==> src/uart_bus_pkg.sv <==
package uart_bus_pkg;

    // bus data word, same as one uart character
    localparam int unsigned DATA_WIDTH = 8;

    // control frame layout: opcode | slave id | rw
    localparam int unsigned S_ID_WIDTH = 2;
    localparam int unsigned OP_WIDTH   = 3;
    localparam int unsigned CTRL_LEN   = OP_WIDTH + S_ID_WIDTH + 1;

    typedef logic [DATA_WIDTH-1:0] data_t;

    // only start and abort are decoded
    typedef enum logic [OP_WIDTH-1:0] {
        OP_ABORT = 3'b100,
        OP_START = 3'b111
    } op_e;

    // first bit on the wire lands in op msb
    typedef struct packed {
        op_e                   op;
        logic [S_ID_WIDTH-1:0] slave_id;
        // 1 = write to uart, 0 = read from uart
        logic                  rw;
    } ctrl_frame_t;

    // receiver output
    // done is a one-cycle strobe, data stays until the next byte
    typedef struct packed {
        logic  done;
        data_t data;
    } rx_byte_t;

    // transmitter request
    // start is a one-cycle strobe, data sampled with it
    typedef struct packed {
        logic  start;
        data_t data;
    } tx_req_t;

endpackage

==> src/bus_slave_ctrl.sv <==
`timescale 1ns/1ps

module bus_slave_ctrl #(
    parameter int unsigned SLAVE_ID = 1
) (
    input  logic                      clk,
    input  logic                      rstN,
    input  logic                      control,
    input  logic                      valid,
    input  uart_bus_pkg::ctrl_frame_t frame,
    input  logic                      frame_full,
    input  logic                      data_full,
    input  uart_bus_pkg::rx_byte_t    rx_byte,
    input  logic                      tx_ready,
    input  logic                      ser_active,
    output logic                      frame_shift,
    output logic                      frame_clear,
    output logic                      data_shift,
    output logic                      data_clear,
    output logic                      ser_load,
    output logic                      tx_start,
    output logic                      ready
);

    localparam int unsigned ID_W  = uart_bus_pkg::S_ID_WIDTH;
    localparam int unsigned CNT_W = $clog2(uart_bus_pkg::CTRL_LEN + 1);
    localparam logic [ID_W-1:0]  MY_ID   = ID_W'(SLAVE_ID);
    localparam logic [CNT_W-1:0] OP_BITS = CNT_W'(uart_bus_pkg::OP_WIDTH);

    typedef enum logic [2:0] {
        S_IDLE,
        S_FRAME,
        S_WR_SEL,
        S_WR_WAIT,
        S_RD_SEL,
        S_RD_SHIFT,
        S_RD_ACK
    } state_e;

    state_e           state;
    state_e           state_nxt;
    // frame bits taken so far
    logic [CNT_W-1:0] frm_cnt;
    logic             abort_hit;

    // opcode sits in the low bits after three shifts
    assign abort_hit = (state == S_FRAME) && (frm_cnt == OP_BITS)
                     && (frame[uart_bus_pkg::OP_WIDTH-1:0] == uart_bus_pkg::OP_ABORT);

    always_ff @(posedge clk or negedge rstN) begin
        if (!rstN) begin
            state   <= S_IDLE;
            frm_cnt <= '0;
        end else begin
            state <= state_nxt;
            // every exit from the frame state goes through a clear
            if (frame_clear) begin
                frm_cnt <= '0;
            end else if (frame_shift) begin
                frm_cnt <= frm_cnt + 1'b1;
            end
        end
    end

    always_comb begin
        state_nxt   = state;
        frame_shift = 1'b0;
        frame_clear = 1'b0;
        data_shift  = 1'b0;
        data_clear  = 1'b0;
        ser_load    = 1'b0;
        tx_start    = 1'b0;
        ready       = 1'b1;
        case (state)
            S_IDLE: begin
                // first high control bit is already the opcode msb
                if (control) begin
                    frame_shift = 1'b1;
                    state_nxt   = S_FRAME;
                end
            end
            S_FRAME: begin
                if (abort_hit) begin
                    frame_clear = 1'b1;
                    state_nxt   = S_IDLE;
                end else if (frame_full) begin
                    frame_clear = 1'b1;
                    if (frame.op == uart_bus_pkg::OP_START && frame.slave_id == MY_ID) begin
                        state_nxt = frame.rw ? S_WR_SEL : S_RD_SEL;
                    end else begin
                        // not for us or unknown opcode
                        state_nxt = S_IDLE;
                    end
                end else begin
                    frame_shift = 1'b1;
                end
            end
            S_WR_SEL: begin
                data_shift = valid;
                if (data_full) begin
                    if (tx_ready) begin
                        tx_start   = 1'b1;
                        data_clear = 1'b1;
                        state_nxt  = S_IDLE;
                    end else begin
                        state_nxt = S_WR_WAIT;
                    end
                end
            end
            S_WR_WAIT: begin
                // byte held until the previous uart frame is out
                ready = 1'b0;
                if (tx_ready) begin
                    tx_start   = 1'b1;
                    data_clear = 1'b1;
                    state_nxt  = S_IDLE;
                end
            end
            S_RD_SEL: begin
                ready = 1'b0;
                if (rx_byte.done) begin
                    ser_load  = 1'b1;
                    state_nxt = S_RD_SHIFT;
                end
            end
            S_RD_SHIFT: begin
                ready = ser_active;
                // ack may already come in the first cycle after the byte
                if (!ser_active) begin
                    state_nxt = valid ? S_IDLE : S_RD_ACK;
                end
            end
            default: begin
                ready = 1'b0;
                if (valid) begin
                    state_nxt = S_IDLE;
                end
            end
        endcase
    end

endmodule

==> src/read_serializer.sv <==
`timescale 1ns/1ps

module read_serializer (
    input  logic                clk,
    input  logic                rstN,
    input  logic                load,
    input  uart_bus_pkg::data_t data,
    output logic                rD,
    output logic                active
);

    localparam int unsigned CNT_W = $clog2(uart_bus_pkg::DATA_WIDTH);
    localparam logic [CNT_W-1:0] LAST = CNT_W'(uart_bus_pkg::DATA_WIDTH - 1);

    uart_bus_pkg::data_t shreg;
    logic [CNT_W-1:0]    cnt;

    // active window is exactly one byte long
    always_ff @(posedge clk or negedge rstN) begin
        if (!rstN) begin
            active <= 1'b0;
            cnt    <= '0;
        end else if (load) begin
            active <= 1'b1;
            cnt    <= '0;
        end else if (active) begin
            cnt <= cnt + 1'b1;
            if (cnt == LAST) begin
                active <= 1'b0;
            end
        end
    end

    // shift left, msb is the bit on the wire
    always_ff @(posedge clk) begin
        if (load) begin
            shreg <= data;
        end else if (active) begin
            shreg <= {shreg[uart_bus_pkg::DATA_WIDTH-2:0], 1'b0};
        end
    end

    // line parks low outside the window
    assign rD = active & shreg[uart_bus_pkg::DATA_WIDTH-1];

endmodule

==> src/serial_deserializer.sv <==
`timescale 1ns/1ps

module serial_deserializer #(
    parameter type payload_t = uart_bus_pkg::data_t
) (
    input  logic     clk,
    input  logic     rstN,
    input  logic     shift_en,
    input  logic     clear,
    input  logic     bit_in,
    output payload_t word,
    output logic     full
);

    localparam int unsigned W     = $bits(payload_t);
    localparam int unsigned CNT_W = (W > 1) ? $clog2(W) : 1;
    localparam logic [CNT_W-1:0] LAST = CNT_W'(W - 1);

    logic [W-1:0]     shreg;
    logic [CNT_W-1:0] cnt;
    // set once the word is complete, blocks further shifts
    logic             hold;

    // bit counter and full strobe
    always_ff @(posedge clk or negedge rstN) begin
        if (!rstN) begin
            cnt  <= '0;
            hold <= 1'b0;
            full <= 1'b0;
        end else begin
            full <= 1'b0;
            if (clear) begin
                cnt  <= '0;
                hold <= 1'b0;
            end else if (shift_en && !hold) begin
                if (cnt == LAST) begin
                    cnt  <= '0;
                    hold <= 1'b1;
                    full <= 1'b1;
                end else begin
                    cnt <= cnt + 1'b1;
                end
            end
        end
    end

    // msb first, new bit enters at bit 0
    always_ff @(posedge clk) begin
        if (shift_en && !hold && !clear) begin
            shreg <= {shreg[W-2:0], bit_in};
        end
    end

    assign word = payload_t'(shreg);

endmodule

==> src/uart_bus_slave_top.sv <==
`timescale 1ns/1ps

module uart_bus_slave_top #(
    parameter int unsigned SLAVE_ID     = 1,
    parameter int unsigned CLKS_PER_BIT = 4
) (
    input  logic clk,
    input  logic rstN,
    input  logic control,
    input  logic wD,
    input  logic valid,
    input  logic uart_rxd,
    output logic rD,
    output logic ready,
    output logic uart_txd
);

    uart_bus_pkg::ctrl_frame_t frame;
    uart_bus_pkg::data_t       data_word;
    uart_bus_pkg::rx_byte_t    rx_byte;
    uart_bus_pkg::tx_req_t     tx_req;

    logic frame_full;
    logic frame_shift;
    logic frame_clear;
    logic data_full;
    logic data_shift;
    logic data_clear;
    logic ser_load;
    logic ser_active;
    logic tx_start;
    logic tx_ready;

    // start strobe from the FSM, payload straight from the write shifter
    assign tx_req.start = tx_start;
    assign tx_req.data  = data_word;

    bus_slave_ctrl #(
        .SLAVE_ID (SLAVE_ID)
    ) u_ctrl (
        .clk         (clk),
        .rstN        (rstN),
        .control     (control),
        .valid       (valid),
        .frame       (frame),
        .frame_full  (frame_full),
        .data_full   (data_full),
        .rx_byte     (rx_byte),
        .tx_ready    (tx_ready),
        .ser_active  (ser_active),
        .frame_shift (frame_shift),
        .frame_clear (frame_clear),
        .data_shift  (data_shift),
        .data_clear  (data_clear),
        .ser_load    (ser_load),
        .tx_start    (tx_start),
        .ready       (ready)
    );

    // control frames from the bus
    serial_deserializer #(
        .payload_t (uart_bus_pkg::ctrl_frame_t)
    ) u_frame_des (
        .clk      (clk),
        .rstN     (rstN),
        .shift_en (frame_shift),
        .clear    (frame_clear),
        .bit_in   (control),
        .word     (frame),
        .full     (frame_full)
    );

    // write data byte from the bus
    serial_deserializer #(
        .payload_t (uart_bus_pkg::data_t)
    ) u_data_des (
        .clk      (clk),
        .rstN     (rstN),
        .shift_en (data_shift),
        .clear    (data_clear),
        .bit_in   (wD),
        .word     (data_word),
        .full     (data_full)
    );

    read_serializer u_read_ser (
        .clk    (clk),
        .rstN   (rstN),
        .load   (ser_load),
        .data   (rx_byte.data),
        .rD     (rD),
        .active (ser_active)
    );

    uart_tx #(
        .CLKS_PER_BIT (CLKS_PER_BIT)
    ) u_uart_tx (
        .clk      (clk),
        .rstN     (rstN),
        .req      (tx_req),
        .txd      (uart_txd),
        .tx_ready (tx_ready)
    );

    uart_rx #(
        .CLKS_PER_BIT (CLKS_PER_BIT)
    ) u_uart_rx (
        .clk     (clk),
        .rstN    (rstN),
        .rxd     (uart_rxd),
        .rx_byte (rx_byte)
    );

endmodule

==> src/uart_rx.sv <==
`timescale 1ns/1ps

module uart_rx #(
    parameter int unsigned CLKS_PER_BIT = 4
) (
    input  logic                   clk,
    input  logic                   rstN,
    input  logic                   rxd,
    output uart_bus_pkg::rx_byte_t rx_byte
);

    localparam int unsigned CNT_W = (CLKS_PER_BIT > 1) ? $clog2(CLKS_PER_BIT) : 1;
    localparam logic [CNT_W-1:0] BIT_END  = CNT_W'(CLKS_PER_BIT - 1);
    localparam logic [CNT_W-1:0] HALF_END = CNT_W'(CLKS_PER_BIT / 2 - 1);
    localparam logic [2:0]       LAST_BIT = 3'(uart_bus_pkg::DATA_WIDTH - 1);

    typedef enum logic [1:0] {
        RX_IDLE,
        RX_START,
        RX_DATA,
        RX_STOP
    } rx_state_e;

    rx_state_e           state;
    logic                rxd_meta;
    logic                rxd_s;
    logic                rxd_prev;
    logic [CNT_W-1:0]    baud_cnt;
    logic [2:0]          bit_idx;
    uart_bus_pkg::data_t shreg;
    logic                done;

    // two-flop synchronizer, idle line is high
    always_ff @(posedge clk or negedge rstN) begin
        if (!rstN) begin
            rxd_meta <= 1'b1;
            rxd_s    <= 1'b1;
            rxd_prev <= 1'b1;
        end else begin
            rxd_meta <= rxd;
            rxd_s    <= rxd_meta;
            rxd_prev <= rxd_s;
        end
    end

    always_ff @(posedge clk or negedge rstN) begin
        if (!rstN) begin
            state    <= RX_IDLE;
            baud_cnt <= '0;
            bit_idx  <= '0;
            done     <= 1'b0;
        end else begin
            done <= 1'b0;
            case (state)
                RX_IDLE: begin
                    baud_cnt <= '0;
                    // falling edge on the line
                    if (rxd_prev && !rxd_s) begin
                        state <= RX_START;
                    end
                end
                RX_START: begin
                    baud_cnt <= baud_cnt + 1'b1;
                    if (baud_cnt == HALF_END) begin
                        baud_cnt <= '0;
                        bit_idx  <= '0;
                        // glitch if the line is back high mid start bit
                        state    <= rxd_s ? RX_IDLE : RX_DATA;
                    end
                end
                RX_DATA: begin
                    baud_cnt <= baud_cnt + 1'b1;
                    if (baud_cnt == BIT_END) begin
                        baud_cnt <= '0;
                        bit_idx  <= bit_idx + 1'b1;
                        if (bit_idx == LAST_BIT) begin
                            state <= RX_STOP;
                        end
                    end
                end
                default: begin
                    baud_cnt <= baud_cnt + 1'b1;
                    if (baud_cnt == BIT_END) begin
                        // framing error drops the byte silently
                        done  <= rxd_s;
                        state <= RX_IDLE;
                    end
                end
            endcase
        end
    end

    // lsb first, shift in from the top
    always_ff @(posedge clk) begin
        if (state == RX_DATA && baud_cnt == BIT_END) begin
            shreg <= {rxd_s, shreg[uart_bus_pkg::DATA_WIDTH-1:1]};
        end
    end

    assign rx_byte.done = done;
    assign rx_byte.data = shreg;

endmodule

==> src/uart_tx.sv <==
`timescale 1ns/1ps

module uart_tx #(
    parameter int unsigned CLKS_PER_BIT = 4
) (
    input  logic                  clk,
    input  logic                  rstN,
    input  uart_bus_pkg::tx_req_t req,
    output logic                  txd,
    output logic                  tx_ready
);

    localparam int unsigned CNT_W = (CLKS_PER_BIT > 1) ? $clog2(CLKS_PER_BIT) : 1;
    localparam logic [CNT_W-1:0] BIT_END = CNT_W'(CLKS_PER_BIT - 1);
    // start, 8 data, stop
    localparam logic [3:0] STOP_IDX = 4'(uart_bus_pkg::DATA_WIDTH + 1);

    logic             busy;
    logic [CNT_W-1:0] baud_cnt;
    logic [3:0]       bit_idx;
    // remaining data bits plus stop bit, lsb goes out next
    logic [uart_bus_pkg::DATA_WIDTH:0] shreg;

    always_ff @(posedge clk or negedge rstN) begin
        if (!rstN) begin
            busy     <= 1'b0;
            txd      <= 1'b1;
            baud_cnt <= '0;
            bit_idx  <= '0;
        end else if (!busy) begin
            // start strobe ignored while a frame is on the line
            if (req.start) begin
                busy     <= 1'b1;
                txd      <= 1'b0;
                baud_cnt <= '0;
                bit_idx  <= '0;
            end
        end else if (baud_cnt == BIT_END) begin
            baud_cnt <= '0;
            if (bit_idx == STOP_IDX) begin
                // stop bit done, line already high
                busy <= 1'b0;
            end else begin
                txd     <= shreg[0];
                bit_idx <= bit_idx + 1'b1;
            end
        end else begin
            baud_cnt <= baud_cnt + 1'b1;
        end
    end

    // data latched with the start strobe
    always_ff @(posedge clk) begin
        if (!busy && req.start) begin
            shreg <= {1'b1, req.data};
        end else if (busy && baud_cnt == BIT_END) begin
            // ones fill in from the top
            shreg <= {1'b1, shreg[uart_bus_pkg::DATA_WIDTH:1]};
        end
    end

    assign tx_ready = ~busy;

endmodule
==> config.mk <==
export PLATFORM = sky130hd
export DESIGN_NAME = uart_bus_slave_top
export DESIGN_NICKNAME = d
export VERILOG_FILES = /design/src/uart_bus_pkg.sv /design/src/bus_slave_ctrl.sv /design/src/read_serializer.sv /design/src/serial_deserializer.sv /design/src/uart_bus_slave_top.sv /design/src/uart_rx.sv /design/src/uart_tx.sv
export SDC_FILE = /design/constraint.sdc
export NUM_CORES = 1
export LEC_CHECK = 0
export BUFFER_PORTS_ARGS = -buffer_cell sky130_fd_sc_hd__buf_2
export CORE_MARGIN = 2
export CORE_UTILIZATION = 58
export CTS_BUF_LIST = sky130_fd_sc_hd__clkbuf_4 sky130_fd_sc_hd__clkbuf_8
export DETAILED_ROUTE_END_ITERATION = 16
export GPL_TIMING_DRIVEN = 0
export HOLD_SLACK_MARGIN = 0.05
export PLACE_DENSITY = 0.86
export SLEW_MARGIN = 10
export SYNTH_ARGS = -nofsm -noshare
export SYNTH_HDL_FRONTEND = slang
export SYNTH_SLANG_ARGS = --single-unit
==> constraint.sdc <==
create_clock -name clk -period 1.95 [get_ports clk]
set_input_delay 0.195 -clock clk [delete_from_list [all_inputs] [get_ports clk]]
set_output_delay 0.195 -clock clk [all_outputs]
set_load 0.02 [all_outputs]
== Yosys cells after proc, flatten, opt, wreduce, memory -nomap -nowiden ==
Index checks and enable logic that the tools add are counted.

* Register bits after elaboration: 77
* Input bits: 6

* $add $sub $neg: 8
* Eq/ne operators: 31
* Multiplexer cells: 86
* Bitwise operators: 1
* Reduce and logical (&&, ||, !) cells: 38

{| class="wikitable"
|+ Operator list
! cell !! number
|-
| 3-bit two-way mux || 23
|-
| 1-bit two-way mux || 36
|-
| 8-bit two-way mux || 4
|-
| 3-bit equality test, second input constant || 8
|-
| 2-bit two-way mux || 12
|-
| 3-bit case mux with 6 select lines || 1
|-
| 2-bit nonzero test || 9
|-
| 4-bit two-way mux || 4
|-
| 3-bit by 1-bit adder with 3-bit output, second input constant || 5
|-
| 2-bit by 1-bit inequality test with 1-bit output, second input constant || 6
|-
| 2-bit case mux with 3 select lines || 2
|-
| 1-bit logical AND || 11
|-
| 2-bit inequality test, second input constant || 5
|-
| 3-bit by 2-bit equality test with 1-bit output, second input constant || 3
|-
| 7-bit AND reduction || 1
|-
| 7-bit nonzero test || 1
|-
| 2-bit by 1-bit equality test with 1-bit output, second input constant || 3
|-
| 2-bit equality test, second input constant || 3
|-
| 1-bit zero test || 6
|-
| 1-bit case mux with 2 select lines || 3
|-
| 3-bit case mux with 2 select lines || 1
|-
| 3-bit AND reduction || 2
|-
| 3-bit OR reduction || 2
|-
| 5-bit AND reduction || 1
|-
| other kinds (10) || 12
|}

== Longest topological paths before layout ==
Gate-level depths: netlist of the first run.

* Word-level depth: 8
* Depth in mapped cells: 6

== Cells and area by module ==
Synthesis of the first run repeated with hierarchy kept, for this count alone.

* Cell total of the unflattened synthesis: 278
* Area total of the unflattened synthesis: 3,518.4 um^2

{| class="wikitable"
|+ By module, submodules not included
! module !! instances !! cells each !! area each (um^2) !! sequential area each (um^2)
|-
| uart_rx || 1 || 58 || 805.8 || 519.2
|-
| uart_tx || 1 || 72 || 762.0 || 441.7
|-
| read_serializer || 1 || 34 || 548.0 || 340.3
|-
| bus_slave_ctrl || 1 || 60 || 541.8 || 150.1
|-
| serial_deserializer at u_data_des || 1 || 28 || 470.5 || 365.4
|-
| serial_deserializer at u_frame_des || 1 || 26 || 390.4 || 305.3
|}

== Least setup slack after synthesis of the first run ==
OpenSTA, ideal clock, no wires.

* Path type: register -> register
* Start point: reg u_ctrl.frm_cnt[0]
* End point: reg u_frame_des.shreg[0], in the netlist u_frame_des.word[0] (enable)
* Library setup time: 350 ps
* Arrival time: 1,543 ps
* Setup slack: 57 ps
* Stages on the path, launching flop included: 7
* Clock period less this slack: 1,893 ps
* Cells stage by stage: dfrtp_1 -> ha_1 -> ha_1 -> nor4bb_1 -> o211ai_2 -> nand2b_1 -> nor2_1

* Word-level cells in the longest chain between the ends: 7

{| class="wikitable"
|+ RTL lines
! element !! line !! RTL
|-
| start: declaration || bus_slave_ctrl.sv:43 || <nowiki>logic [CNT_W-1:0] frm_cnt;</nowiki>
|-
| start signal: assignment || bus_slave_ctrl.sv:60 || <nowiki>frm_cnt <= frm_cnt + 1'b1;</nowiki>
|-
| 3-bit by 2-bit equality test with 1-bit output * || bus_slave_ctrl.sv:47 || <nowiki>assign abort_hit = (state == S_FRAME) && (frm_cnt == OP_BITS)</nowiki>
|-
| 1-bit logical AND * || bus_slave_ctrl.sv:47 ||
|-
| 1-bit logical AND * || bus_slave_ctrl.sv:48 || <nowiki>&& (frame[uart_bus_pkg::OP_WIDTH-1:0] == uart_bus_pkg::OP_ABORT);</nowiki>
|-
| 1-bit two-way mux || bus_slave_ctrl.sv:83 || <nowiki>if (abort_hit) begin</nowiki>
|-
| 1-bit case mux with 2 select lines or 1-bit two-way mux (tied branches) || bus_slave_ctrl.sv:74 || <nowiki>case (state)</nowiki>
|-
| 1-bit logical AND or 1-bit zero test (tied branches) || serial_deserializer.sv:49 || <nowiki>if (shift_en && !hold && !clear) begin</nowiki>
|-
| 1-bit logical AND * || serial_deserializer.sv:49 ||
|-
| end signal: assignment || serial_deserializer.sv:50 || <nowiki>shreg <= {shreg[W-2:0], bit_in};</nowiki>
|-
| end: declaration || serial_deserializer.sv:19 || <nowiki>logic [W-1:0] shreg;</nowiki>
|}

Mark *: on every way between the ends. The rest lies on a longest branch, timed or not.
A chain may end at the register's enable or synchronous reset.

== Worst setup path after layout of the first run ==
* Start point: reg u_ctrl.frm_cnt[1]
* End point: reg u_frame_des.cnt[1]

* Word-level cells in the longest chain between the ends: 7

{| class="wikitable"
|+ RTL lines
! element !! line !! RTL
|-
| 3-bit by 2-bit equality test with 1-bit output * || bus_slave_ctrl.sv:47 ||
|-
| 1-bit logical AND * || bus_slave_ctrl.sv:47 ||
|-
| 1-bit logical AND * || bus_slave_ctrl.sv:48 ||
|-
| 1-bit two-way mux || bus_slave_ctrl.sv:83 ||
|-
| 1-bit case mux with 2 select lines || bus_slave_ctrl.sv:74 ||
|-
| 1-bit logical AND || serial_deserializer.sv:35 || <nowiki>end else if (shift_en && !hold) begin</nowiki>
|-
| 2-bit nonzero test (no source line) || -- ||
|-
| end signal: assignment || serial_deserializer.sv:41 || <nowiki>cnt <= cnt + 1'b1;</nowiki>
|-
| end: declaration || serial_deserializer.sv:20 || <nowiki>logic [CNT_W-1:0] cnt;</nowiki>
|}

Marked as above.

==> results of run 1 <==
==> cells in the final DEF, fill, tap and decap left out, types with 3 or more instances in the layout <==
cell and n:
ha_1 17, nand3_1 4, nor2_1 14, and2_1 3
a31oi_1 5, nand2b_1 4, mux2_2 15, dlygate4sd3_1 3
edfxtp_1 38, or2_2 3, bufinv_16 3, o21ai_0 11
nor3_1 3, nor2_4 4, dfrtp_1 35, buf_2 11
nand4_1 4, nor2b_1 5, mux2i_1 7, inv_1 15
dfstp_2 4, a21oi_1 9, buf_4 5, clkbuf_8 9
nand2_1 11
==> synth_stat cells, types with 2 or more instances <==
cell type	number	share of area [%]
a21bo_2	2	0.57
ha_1	19	6.8
nor3b_1	2	0.43
nand2_1	11	1.2
nand4_1	4	0.72
mux2_2	15	4.8
nor4bb_1	2	0.57
a31oi_1	5	0.90
edfxtp_1	38	33
xnor2_1	2	0.50
nor2_4	2	0.64
or3_1	2	0.36
a22oi_1	2	0.43
inv_1	15	1.6
nor2_1	16	1.7
or2_2	3	0.54
o22ai_1	2	0.36
nor3_1	3	0.43
nor2b_1	5	0.90
o21ai_0	11	1.6
dfstp_2	4	3.0
nand3_1	4	0.57
dfrtp_1	35	25
buf_6	2	0.64
mux2i_1	7	2.0
a21o_1	2	0.43
buf_2	3	0.43
and2_1	3	0.54
a22o_1	2	0.50
clkbuf_1	2	0.21
nand2b_1	5	0.90
a21oi_1	9	1.3
==> worst paths after layout <==
check / start / end / slack [ps] / cells past startpoint
setup / recovery: u_ctrl.frm_cnt[1] / u_frame_des.cnt[1] / 1 / 6
hold / removal: control / u_frame_des.word[0] / 90 / 1
setup reg to reg: u_ctrl.frm_cnt[1] / u_frame_des.cnt[1] / 1 / 6
hold reg to reg: u_uart_rx.rxd_meta / u_uart_rx.rxd_s / 360 / 0
max in group asynchronous: rstN / u_uart_rx.baud_cnt[1] / 910 / 2
min in group asynchronous: rstN / u_read_ser.cnt[1] / 500 / 2
==> area by class of cell <==
class                      count  area share (%)
clock buffer                  10           3.294
sequential                    77           53.20
clock inverter                 6           2.792
multi-input combinational    160           33.12
buffer                         8           1.317
timing repair buffer          15           2.509
tap                           75           2.353
inverter                      15           1.412
==> power by group through the flow <==
stage | Clock [mW] | Combinational [mW] | Sequential [mW]
after floorplan | 0 | 0.993 | 2.25
after global placement | 0 | 1.20 | 2.28
after detailed placement | 0 | 1.27 | 2.30
after CTS | 1.46 | 1.30 | 2.28
after global routing | 1.53 | 1.58 | 2.34
final | 1.42 | 1.41 | 2.30
==> timing repair <==
item	in CTS	in global routing
pin swaps	0	5
setup endpoints to repair	15	27
gates resized for setup	5	8
hold buffers	3	0
buffers inserted	0	4
hold endpoints to repair	37	0
==> logic make-up (layout without fill, tap and decap cells) <==
| kind of cell | Yosys count | after routing | synth area share, % |
|---|---|---|---|
| compound gates | 46 | 46 | 8.990 |
| xor+xnor | 3 | 3 | 0.7523 |
| fa+ha+maj | 19 | 19 | 6.805 |
| buf+inv | 23 | 54 | 3.116 |
| flops | 77 | 77 | 60.74 |
| mux | 24 | 24 | 7.593 |
| simple gates | 68 | 68 | 12.00 |
==> per-layer routing <==
layer / share of wire, % / vias up / wire length (um)
met5: 0 / - / 0
met4: 2.3 / 0 / 133
met3: 2.5 / 11 / 146
met2: 49 / 28 / 2838
met1: 46 / 976 / 2618
li1: - / 989 / -
==> registers in the layout, indices dropped and copies added (netlist names), 2 cells and up <==
register            count
u_ctrl.frm_cnt          3
u_ctrl.state            3
u_data_des.cnt          3
u_data_des.word         8
u_frame_des.cnt         3
u_frame_des.word        6
u_read_ser.cnt          3
u_read_ser.shreg        8
u_uart_rx.baud_cnt      2
u_uart_rx.bit_idx       3
u_uart_rx.shreg         8
u_uart_rx.state         2
u_uart_tx.baud_cnt      2
u_uart_tx.bit_idx       4
u_uart_tx.shreg         8
==> through the flow <==
step / utilization, % / hold slack (ps)
after global routing: 67.77 / 80.10
after floorplan: - / -100.6
after global placement: 61.63 / 305.3
after detailed placement: 61.63 / 301.2
after CTS: 66.58 / 68.73
final: 67.77 / 93.19
==> critical path, delay by kind of cell (launching register included) <==
family / cells / cell delay [ps]
simple gates: 2 / 670
fa+ha+maj: 2 / 370
mux: 1 / 140
flops: 1 / 400
compound gates: 1 / 290
==> impl_metrics.tcl, run 1 <==
set metrics [dict create \
    yosysWarnings 0 \
    cap_violations 0 \
    worstPathRequired_ps 2220 \
    postSynthAreaPerCell_sq_um 13.44 \
    grt_util_met2_pct 27.38 \
    p_switching_mw 1.603 \
    global_route.peak_usage_layer "met2" \
    final-seq-area_sq_um 2122 \
    synth.yosys.seq_area_share_pct 60.74 \
    cts.clk_slew.worst_paths_ps 80 \
    timing.critical_path.to_type "flop" \
    cts_sinks 77 \
    grt.total_usage_pct 17.74 \
    worstPathMaxFanout 5 \
    grt_remaining_overflow 0 \
    fill_cells 403 \
    run_status "completed" \
    count_of_input_and_output_buffers 8 \
    combPwrFrac_pct 27.4 \
    dp_worst_setup_slack_ps -251.8 \
    cts_buffers 9 \
    insertedDiodeCount 0 \
    post-route-period-util_pct 99.93 \
    finalWeightedCongestion 0.8398 \
    syn-instance-count 260 \
    drt_first_iter_violations 136 \
    power-per-cell-area_nw_per_um2 1286 \
    floorplan.initialDensity_pct 59.35 \
    grt_first_pass_wirelength_um 8721 \
    cts_tree "built" \
    final_area_sq_um 3989 \
    rsz_0062_raised_after_global_routing "true" \
    timing_limited_maximum_frequency_mhz 513.2 \
    clkLatencyLatePin_ps 340 \
    crit_path_cell_trace "ha_2 > ha_4 > nor4bb_4 > o211ai_2 > or4b_4 > mux2i_1" \
    instances_no_fill 366 \
    fin_worst_setup_slack_ps 1.448 \
    synth_seq_cells 77 \
    via_count 2004 \
    rows 28 \
    residual_drc_count 0 \
    die_width_um 81.61 \
    boundaryPins 9 \
    sequentialPowerShare_pct 44.8 \
    layout-area-overhead-vs-synth_pct 14.18 \
    critical_path.slowest_cell "or4b_4" \
    route.detailed.wl_per_inst_um 15.67 \
    tightest_slew_ps 858.8 \
    critPathKind "reg -> reg" \
    drv_slew 0 \
    placed_standard_cell_area_sq_um 3627 \
    hold_class "in -> reg" \
    mappedNetlistArea_sq_um 3493 \
    die-area_sq_um 6660 \
    hold_violations 0 \
    placed_instances 343 \
    yosys.cell_types.count 53 \
    p_total_mw 5.130 \
    internal-power_mw 3.527 \
    crit_path_max_incr_delay_ps 510 \
    grt_start_max_net_pins 40 \
    worst_ep_arrival_time_ps 2220 \
    setup_viol 0 \
    synthArstFlopShare_pct 50.65 \
    route.final.wire_length_um 5737 \
    fp.dieH_um 81.61 \
    critPathLaunchType "flop" \
    globalRouteMet3Util_pct 3.736 \
    clk_path_buf_depth 2 \
    detailed_place_hpwl_um 3716 \
    synth_nets 285 \
    leakage_nw 1.684 \
    vias_per_cell 5.475 \
    power_switching_share_pct 31.24 \
    totalNegativeSetupSlack_ps 0 \
    pwr-share-clk_pct 27.7 \
    ys_dominant_reg_cell "edfxtp_1" \
    use_met1_pct 23.42 \
    drt_pre_antenna_iters 4 \
    cts.htree.levels 3 \
    num-nets-final 311 \
    multiInputGateArea_sq_um 1321 \
    ir_worst_vdd_v 0.0007448 \
    fp.coreArea_sq_um 5886 \
    timing.final.crit_period_ps 1949 \
    drtAntennaViolNets 0 \
    grt_pass1_vias 1934 \
    synth_enable_flop_cells 38 \
    grt_antenna_before_repair 0 \
    worst_slew_margin_rel_pct 42.75 \
    clock-root-buffer "clkbuf_8" \
    post_route_cells_drive_above_1_share_pct 26.46 \
    clock_skew_ps 5.451 \
]
Power figures use the tool's default switching activity.
==> run 2, diff against run 1 <==
- CELL_PAD_IN_SITES_DETAIL_PLACEMENT: unset -> 0
- CELL_PAD_IN_SITES_GLOBAL_PLACEMENT: unset -> 2
- CORE_UTILIZATION: 58 -> 42
==> run 2 against run 1 <==
Compared with the run above: clock power decreased by 25%; critical endpoint unchanged; first-iteration DRC count decreased by 38%; final cell count increased by 8.7%; count of clock-buffer cells in the layout increased by 1; register-to-register slack improved by 60 ps; sequential power about the same; utilization decreased by 19 points; total power decreased by 7.4%; global-route usage decreased by 3.8 points.
==> impl_metrics.tcl, run 2 (same netlist as run 1, synthesis figures left out) <==
set metrics [dict create \
    die_width_um 95.20 \
    drtAntennaViolNets 0 \
    floorplan.initialDensity_pct 42.95 \
    fp.coreArea_sq_um 8134 \
    dp_worst_setup_slack_ps -274.3 \
    run_status "completed" \
    drt_first_iter_violations 84 \
    hold_violations 0 \
    count_of_input_and_output_buffers 8 \
    detailed_place_hpwl_um 3655 \
    die-area_sq_um 9063 \
    post-route-period-util_pct 96.73 \
    timing.final.crit_period_ps 1886 \
    via_count 2014 \
    finalCoreUtilization_pct 48.79 \
    leakage_nw 1.656 \
    post_route_cells_drive_above_1_share_pct 26.28 \
    worstPathMaxFanout 4 \
    final_cell_mix "38 x edfxtp_1, 35 x dfrtp_1, 18 x ha_1" \
    worst_slew_margin_rel_pct 40.33 \
    hold_class "in -> reg" \
    clk_path_buf_depth 2 \
    route.final.wire_length_um 5695 \
    grt_pass1_vias 1922 \
    residual_drc_count 0 \
    grt_remaining_overflow 0 \
    tightest_slew_ps 895.0 \
    fp.dieH_um 95.20 \
    grt.total_usage_pct 13.91 \
    clkLatencyLatePin_ps 360 \
    timing.critical_path.to_type "flop" \
    whs_ps 76.13 \
    final_common_cell "edfxtp_1" \
    boundaryPins 9 \
    finalWeightedCongestion 0.7396 \
    ir_worst_vdd_v 0.0005863 \
    setup_viol 0 \
    clock_skew_ps 8.536 \
    vias_per_cell 5.060 \
    power-per-cell-area_nw_per_um2 1197 \
    grt_antenna_before_repair 0 \
    cts_tree "built" \
    layout-area-overhead-vs-synth_pct 13.61 \
    cts.htree.levels 3 \
    placed_instances 373 \
    cts_buffers 9 \
    insertedDiodeCount 0 \
    cap_violations 0 \
    timing_limited_maximum_frequency_mhz 530.2 \
    num-nets-final 313 \
    worst_ep_arrival_time_ps 2170 \
    grt_first_pass_wirelength_um 9404 \
    worstPathRequired_ps 2230 \
    critPathLaunchType "flop" \
    reg2reg_setup_slack_ps 60 \
    instances_no_fill 398 \
    route.detailed.wl_per_inst_um 14.31 \
    drt_pre_antenna_iters 4 \
    fin_worst_setup_slack_ps 63.77 \
    rows 33 \
    cts_sinks 77 \
    cts.clk_slew.worst_paths_ps 70 \
    critPathKind "reg -> reg" \
    p_total_mw 4.750 \
    clock-root-buffer "clkbuf_8" \
    drv_slew 0 \
    grt_start_max_net_pins 40 \
]
[run 2: final timing paths]
path | from | end | cells past startpoint
setup / recovery | u_ctrl.frm_cnt[1] | u_frame_des.cnt[1] | 6
hold / removal | control | u_frame_des.word[0] | 1
setup reg to reg | u_ctrl.frm_cnt[1] | u_frame_des.cnt[1] | 6
hold reg to reg | u_uart_rx.rxd_meta | u_uart_rx.rxd_s | 0
max in group asynchronous | rstN | u_uart_rx.bit_idx[0] | 2
min in group asynchronous | rstN | u_ctrl.frm_cnt[0] | 2
[run 2: critical path, cell delays in order (launching register included)]
cell	delay, ps
dfrtp_1	390
ha_2	180
ha_1	180
nor4bb_4	170
o211ai_2	240
or4b_4	510
mux2i_1	140
[run 2: where the power goes]
group | total (mW) | leakage (nW) | internal [mW] | switching (mW)
combinational | 1.40 | 0.720 | 0.633 | 0.767
sequential | 2.28 | 0.852 | 2.04 | 0.238
clock | 1.07 | 0.0838 | 0.500 | 0.569
[run 2: timing repair]
action                                  CTS  global route
endpoints found under the setup margin   16            32
pin swaps                                 1             5
hold endpoints to repair                 37             0
hold buffers                              3             0
buffers inserted                          3             3
resized for setup                         7             7
[run 2: layout make-up]
cell class                      instances  area [sq um]
Sequential cell                        77          2122
Clock buffer                           11         145.1
Multi-Input combinational cell        160          1316
Tap cell                              105         131.4
Inverter                               15         56.30
Buffer                                  8         55.05
Timing Repair Buffer                   17         115.1
Clock inverter                          5         27.53
Fill cell                             712          4165
[run 2: layer usage]
| layer | wire, um | global-route usage [%] | up-vias | share of wire (%) |
|---|---|---|---|---|
| met5 | 0 | 0 | - | 0 |
| met4 | 124 | 6.763 | 0 | 2.2 |
| met3 | 191 | 4.822 | 12 | 3.4 |
| met2 | 2595 | 20.07 | 23 | 46 |
| met1 | 2783 | 18.67 | 979 | 49 |
| li1 | - | - | 1000 | - |
[run 2: metrics by stage]
stage	TNS [ps]	area, sq um
3_3_place_gp	-2832	3665
3_5_place_dp	-3449	3665
6_report	0	3969
5_1_grt	-11.39	3969
2_1_floorplan	0	3493
4_1_cts	0	3918
==> run 3, diff against run 2 <==
- CORE_MARGIN: 2 -> unset
==> run 3 against run 2 <==
Compared with the run above: worst hold slack better by 15 ps; count of clock-buffer cells in the layout is 2 lower; global-route usage is 0.73 points higher; final cell count is 0.50% lower; die area is 4.2% lower; largest power group unchanged; wire length is 3.6% lower; critical path depth is 1 higher; fmax is 1.1% higher; clock skew is 1.5 ps higher; largest cell class unchanged; flip-flop and latch count stayed put; sequential power hardly changed; critical endpoint is now u_frame_des.word[5]; highest routed layer unchanged.
==> impl_metrics.tcl, run 3 (same netlist as run 1, synthesis figures left out) <==
set metrics [dict create \
    grt_first_pass_wirelength_um 9577 \
    post-route-period-util_pct 95.64 \
    boundaryPins 9 \
    count_of_input_and_output_buffers 8 \
    cts_tree "built" \
    clkLatencyLatePin_ps 340 \
    route.detailed.wl_per_inst_um 13.86 \
    fin_worst_setup_slack_ps 85.08 \
    totalNegativeSetupSlack_ps 0 \
    leakage_nw 1.670 \
    residual_drc_count 0 \
    grt_remaining_overflow 0 \
    drv_slew 0 \
    cts_buffers 9 \
    drt_first_iter_violations 48 \
    rows 32 \
    post_route_cells_drive_above_1_share_pct 26.53 \
    final_common_cell "edfxtp_1" \
    p_total_mw 4.670 \
    die_width_um 93.20 \
    fp.dieH_um 93.20 \
    layout-area-overhead-vs-synth_pct 13.79 \
    critPathLaunchType "flop" \
    setup_viol 0 \
    grt_antenna_before_repair 0 \
    dp_worst_setup_slack_ps -257.1 \
    clock-root-buffer "clkbuf_8" \
    critPathKind "reg -> reg" \
    cts.htree.levels 3 \
    finalCoreUtilization_pct 50.40 \
    fp.coreArea_sq_um 7888 \
    final_area_sq_um 3975 \
    worst_ep_arrival_time_ps 1900 \
    drtAntennaViolNets 0 \
    ir_worst_vdd_v 0.0006828 \
    tightest_slew_ps 902.9 \
    grt_start_max_net_pins 40 \
    placed_standard_cell_area_sq_um 3661 \
    hold_class "in -> reg" \
    run_status "completed" \
    route.final.wire_length_um 5488 \
    cap_violations 0 \
    worstPathRequired_ps 1980 \
    fill_cells 683 \
    via_count 1963 \
    power-per-cell-area_nw_per_um2 1175 \
    worstPathMaxFanout 6 \
    timing.final.crit_period_ps 1865 \
    insertedDiodeCount 0 \
    timing.critical_path.to_type "flop" \
    drt_pre_antenna_iters 4 \
    grt_pass1_vias 1938 \
    vias_per_cell 4.957 \
    floorplan.initialDensity_pct 44.29 \
    clk_path_buf_depth 2 \
    worst_slew_margin_rel_pct 39.81 \
    num-nets-final 314 \
    timing_limited_maximum_frequency_mhz 536.2 \
    detailed_place_hpwl_um 3631 \
    hold_violations 0 \
    clock_skew_ps 10.06 \
    grt.total_usage_pct 14.63 \
    cts.clk_slew.worst_paths_ps 80 \
    finalWeightedCongestion 0.7145 \
    die-area_sq_um 8686 \
    final_cell_mix "38 x edfxtp_1, 35 x dfrtp_1, 17 x ha_1" \
    rsz_0062_raised_after_global_routing "true" \
    cts_sinks 77 \
]
-- run 3: path summary, 6_finish.rpt --
check	start	endpoint	slack, ps	cells past startpoint
worst min register to register	u_uart_rx.rxd_meta	u_uart_rx.rxd_s	360	0
max in group asynchronous	rstN	u_data_des.cnt[1]	860	2
worst min-delay path	control	u_frame_des.word[0]	90	1
worst max-delay path	u_ctrl.frm_cnt[0]	u_frame_des.word[5]	90	7
min in group asynchronous	rstN	u_ctrl.frm_cnt[1]	510	2
worst max register to register	u_ctrl.frm_cnt[0]	u_frame_des.word[5]	90	7
-- run 3: through the flow --
| step | hold WS, ps | instances |
|---|---|---|
| finish | 91.01 | 396 |
| global route | 79.41 | 396 |
| CTS | 70.97 | 392 |
| detailed placement | 304.6 | 370 |
| global placement | 301.1 | 370 |
| floorplan | -100.6 | 260 |
-- run 3: per-layer routing --
metal / wire length (um) / vias to the layer above / track usage, % / part of all wire [%]
met5: 0 / - / 0 / 0
met4: 73 / 0 / 6.154 / 1.3
met3: 145 / 6 / 4.146 / 2.6
met2: 2427 / 16 / 20.40 / 44
met1: 2841 / 936 / 21.24 / 52
li1: - / 1005 / - / -
-- run 3: power breakdown --
group          leakage [nW]  switching [mW]  internal (mW)
logic                 0.731           0.760          0.635
clock network        0.0874           0.547          0.442
registers             0.852           0.244           2.04
-- run 3: worst max-delay path: stages, from the launching register on --
cell,delay [ps]
dfrtp_1,430
ha_4,180
ha_4,150
nor4bb_4,150
o211ai_2,220
buf_4,170
nand2b_4,70
nor2_4,190
-- run 3: layout make-up --
cell class              count  area [sq um]  share of cell area [%]
plain buffers               8         52.55                   1.322
clock buffers               9         123.9                   3.116
clock inverters             7         32.53                  0.8184
inverters                  15         56.30                   1.416
multi-input cells         160          1338                   33.65
flip-flops and latches     77          2122                   53.38
well taps                 102         127.6                   3.211
repair buffers             18         122.6                   3.085
-- run 3: timing repair --
| item | in CTS | in global routing |
|---|---|---|
| setup buffers | 3 | 4 |
| gates resized for setup | 7 | 7 |
| hold buffers | 3 | 0 |
| endpoints found under the setup margin | 17 | 27 |
| pin swaps | 1 | 6 |
| endpoints found under the hold margin | 37 | 0 |
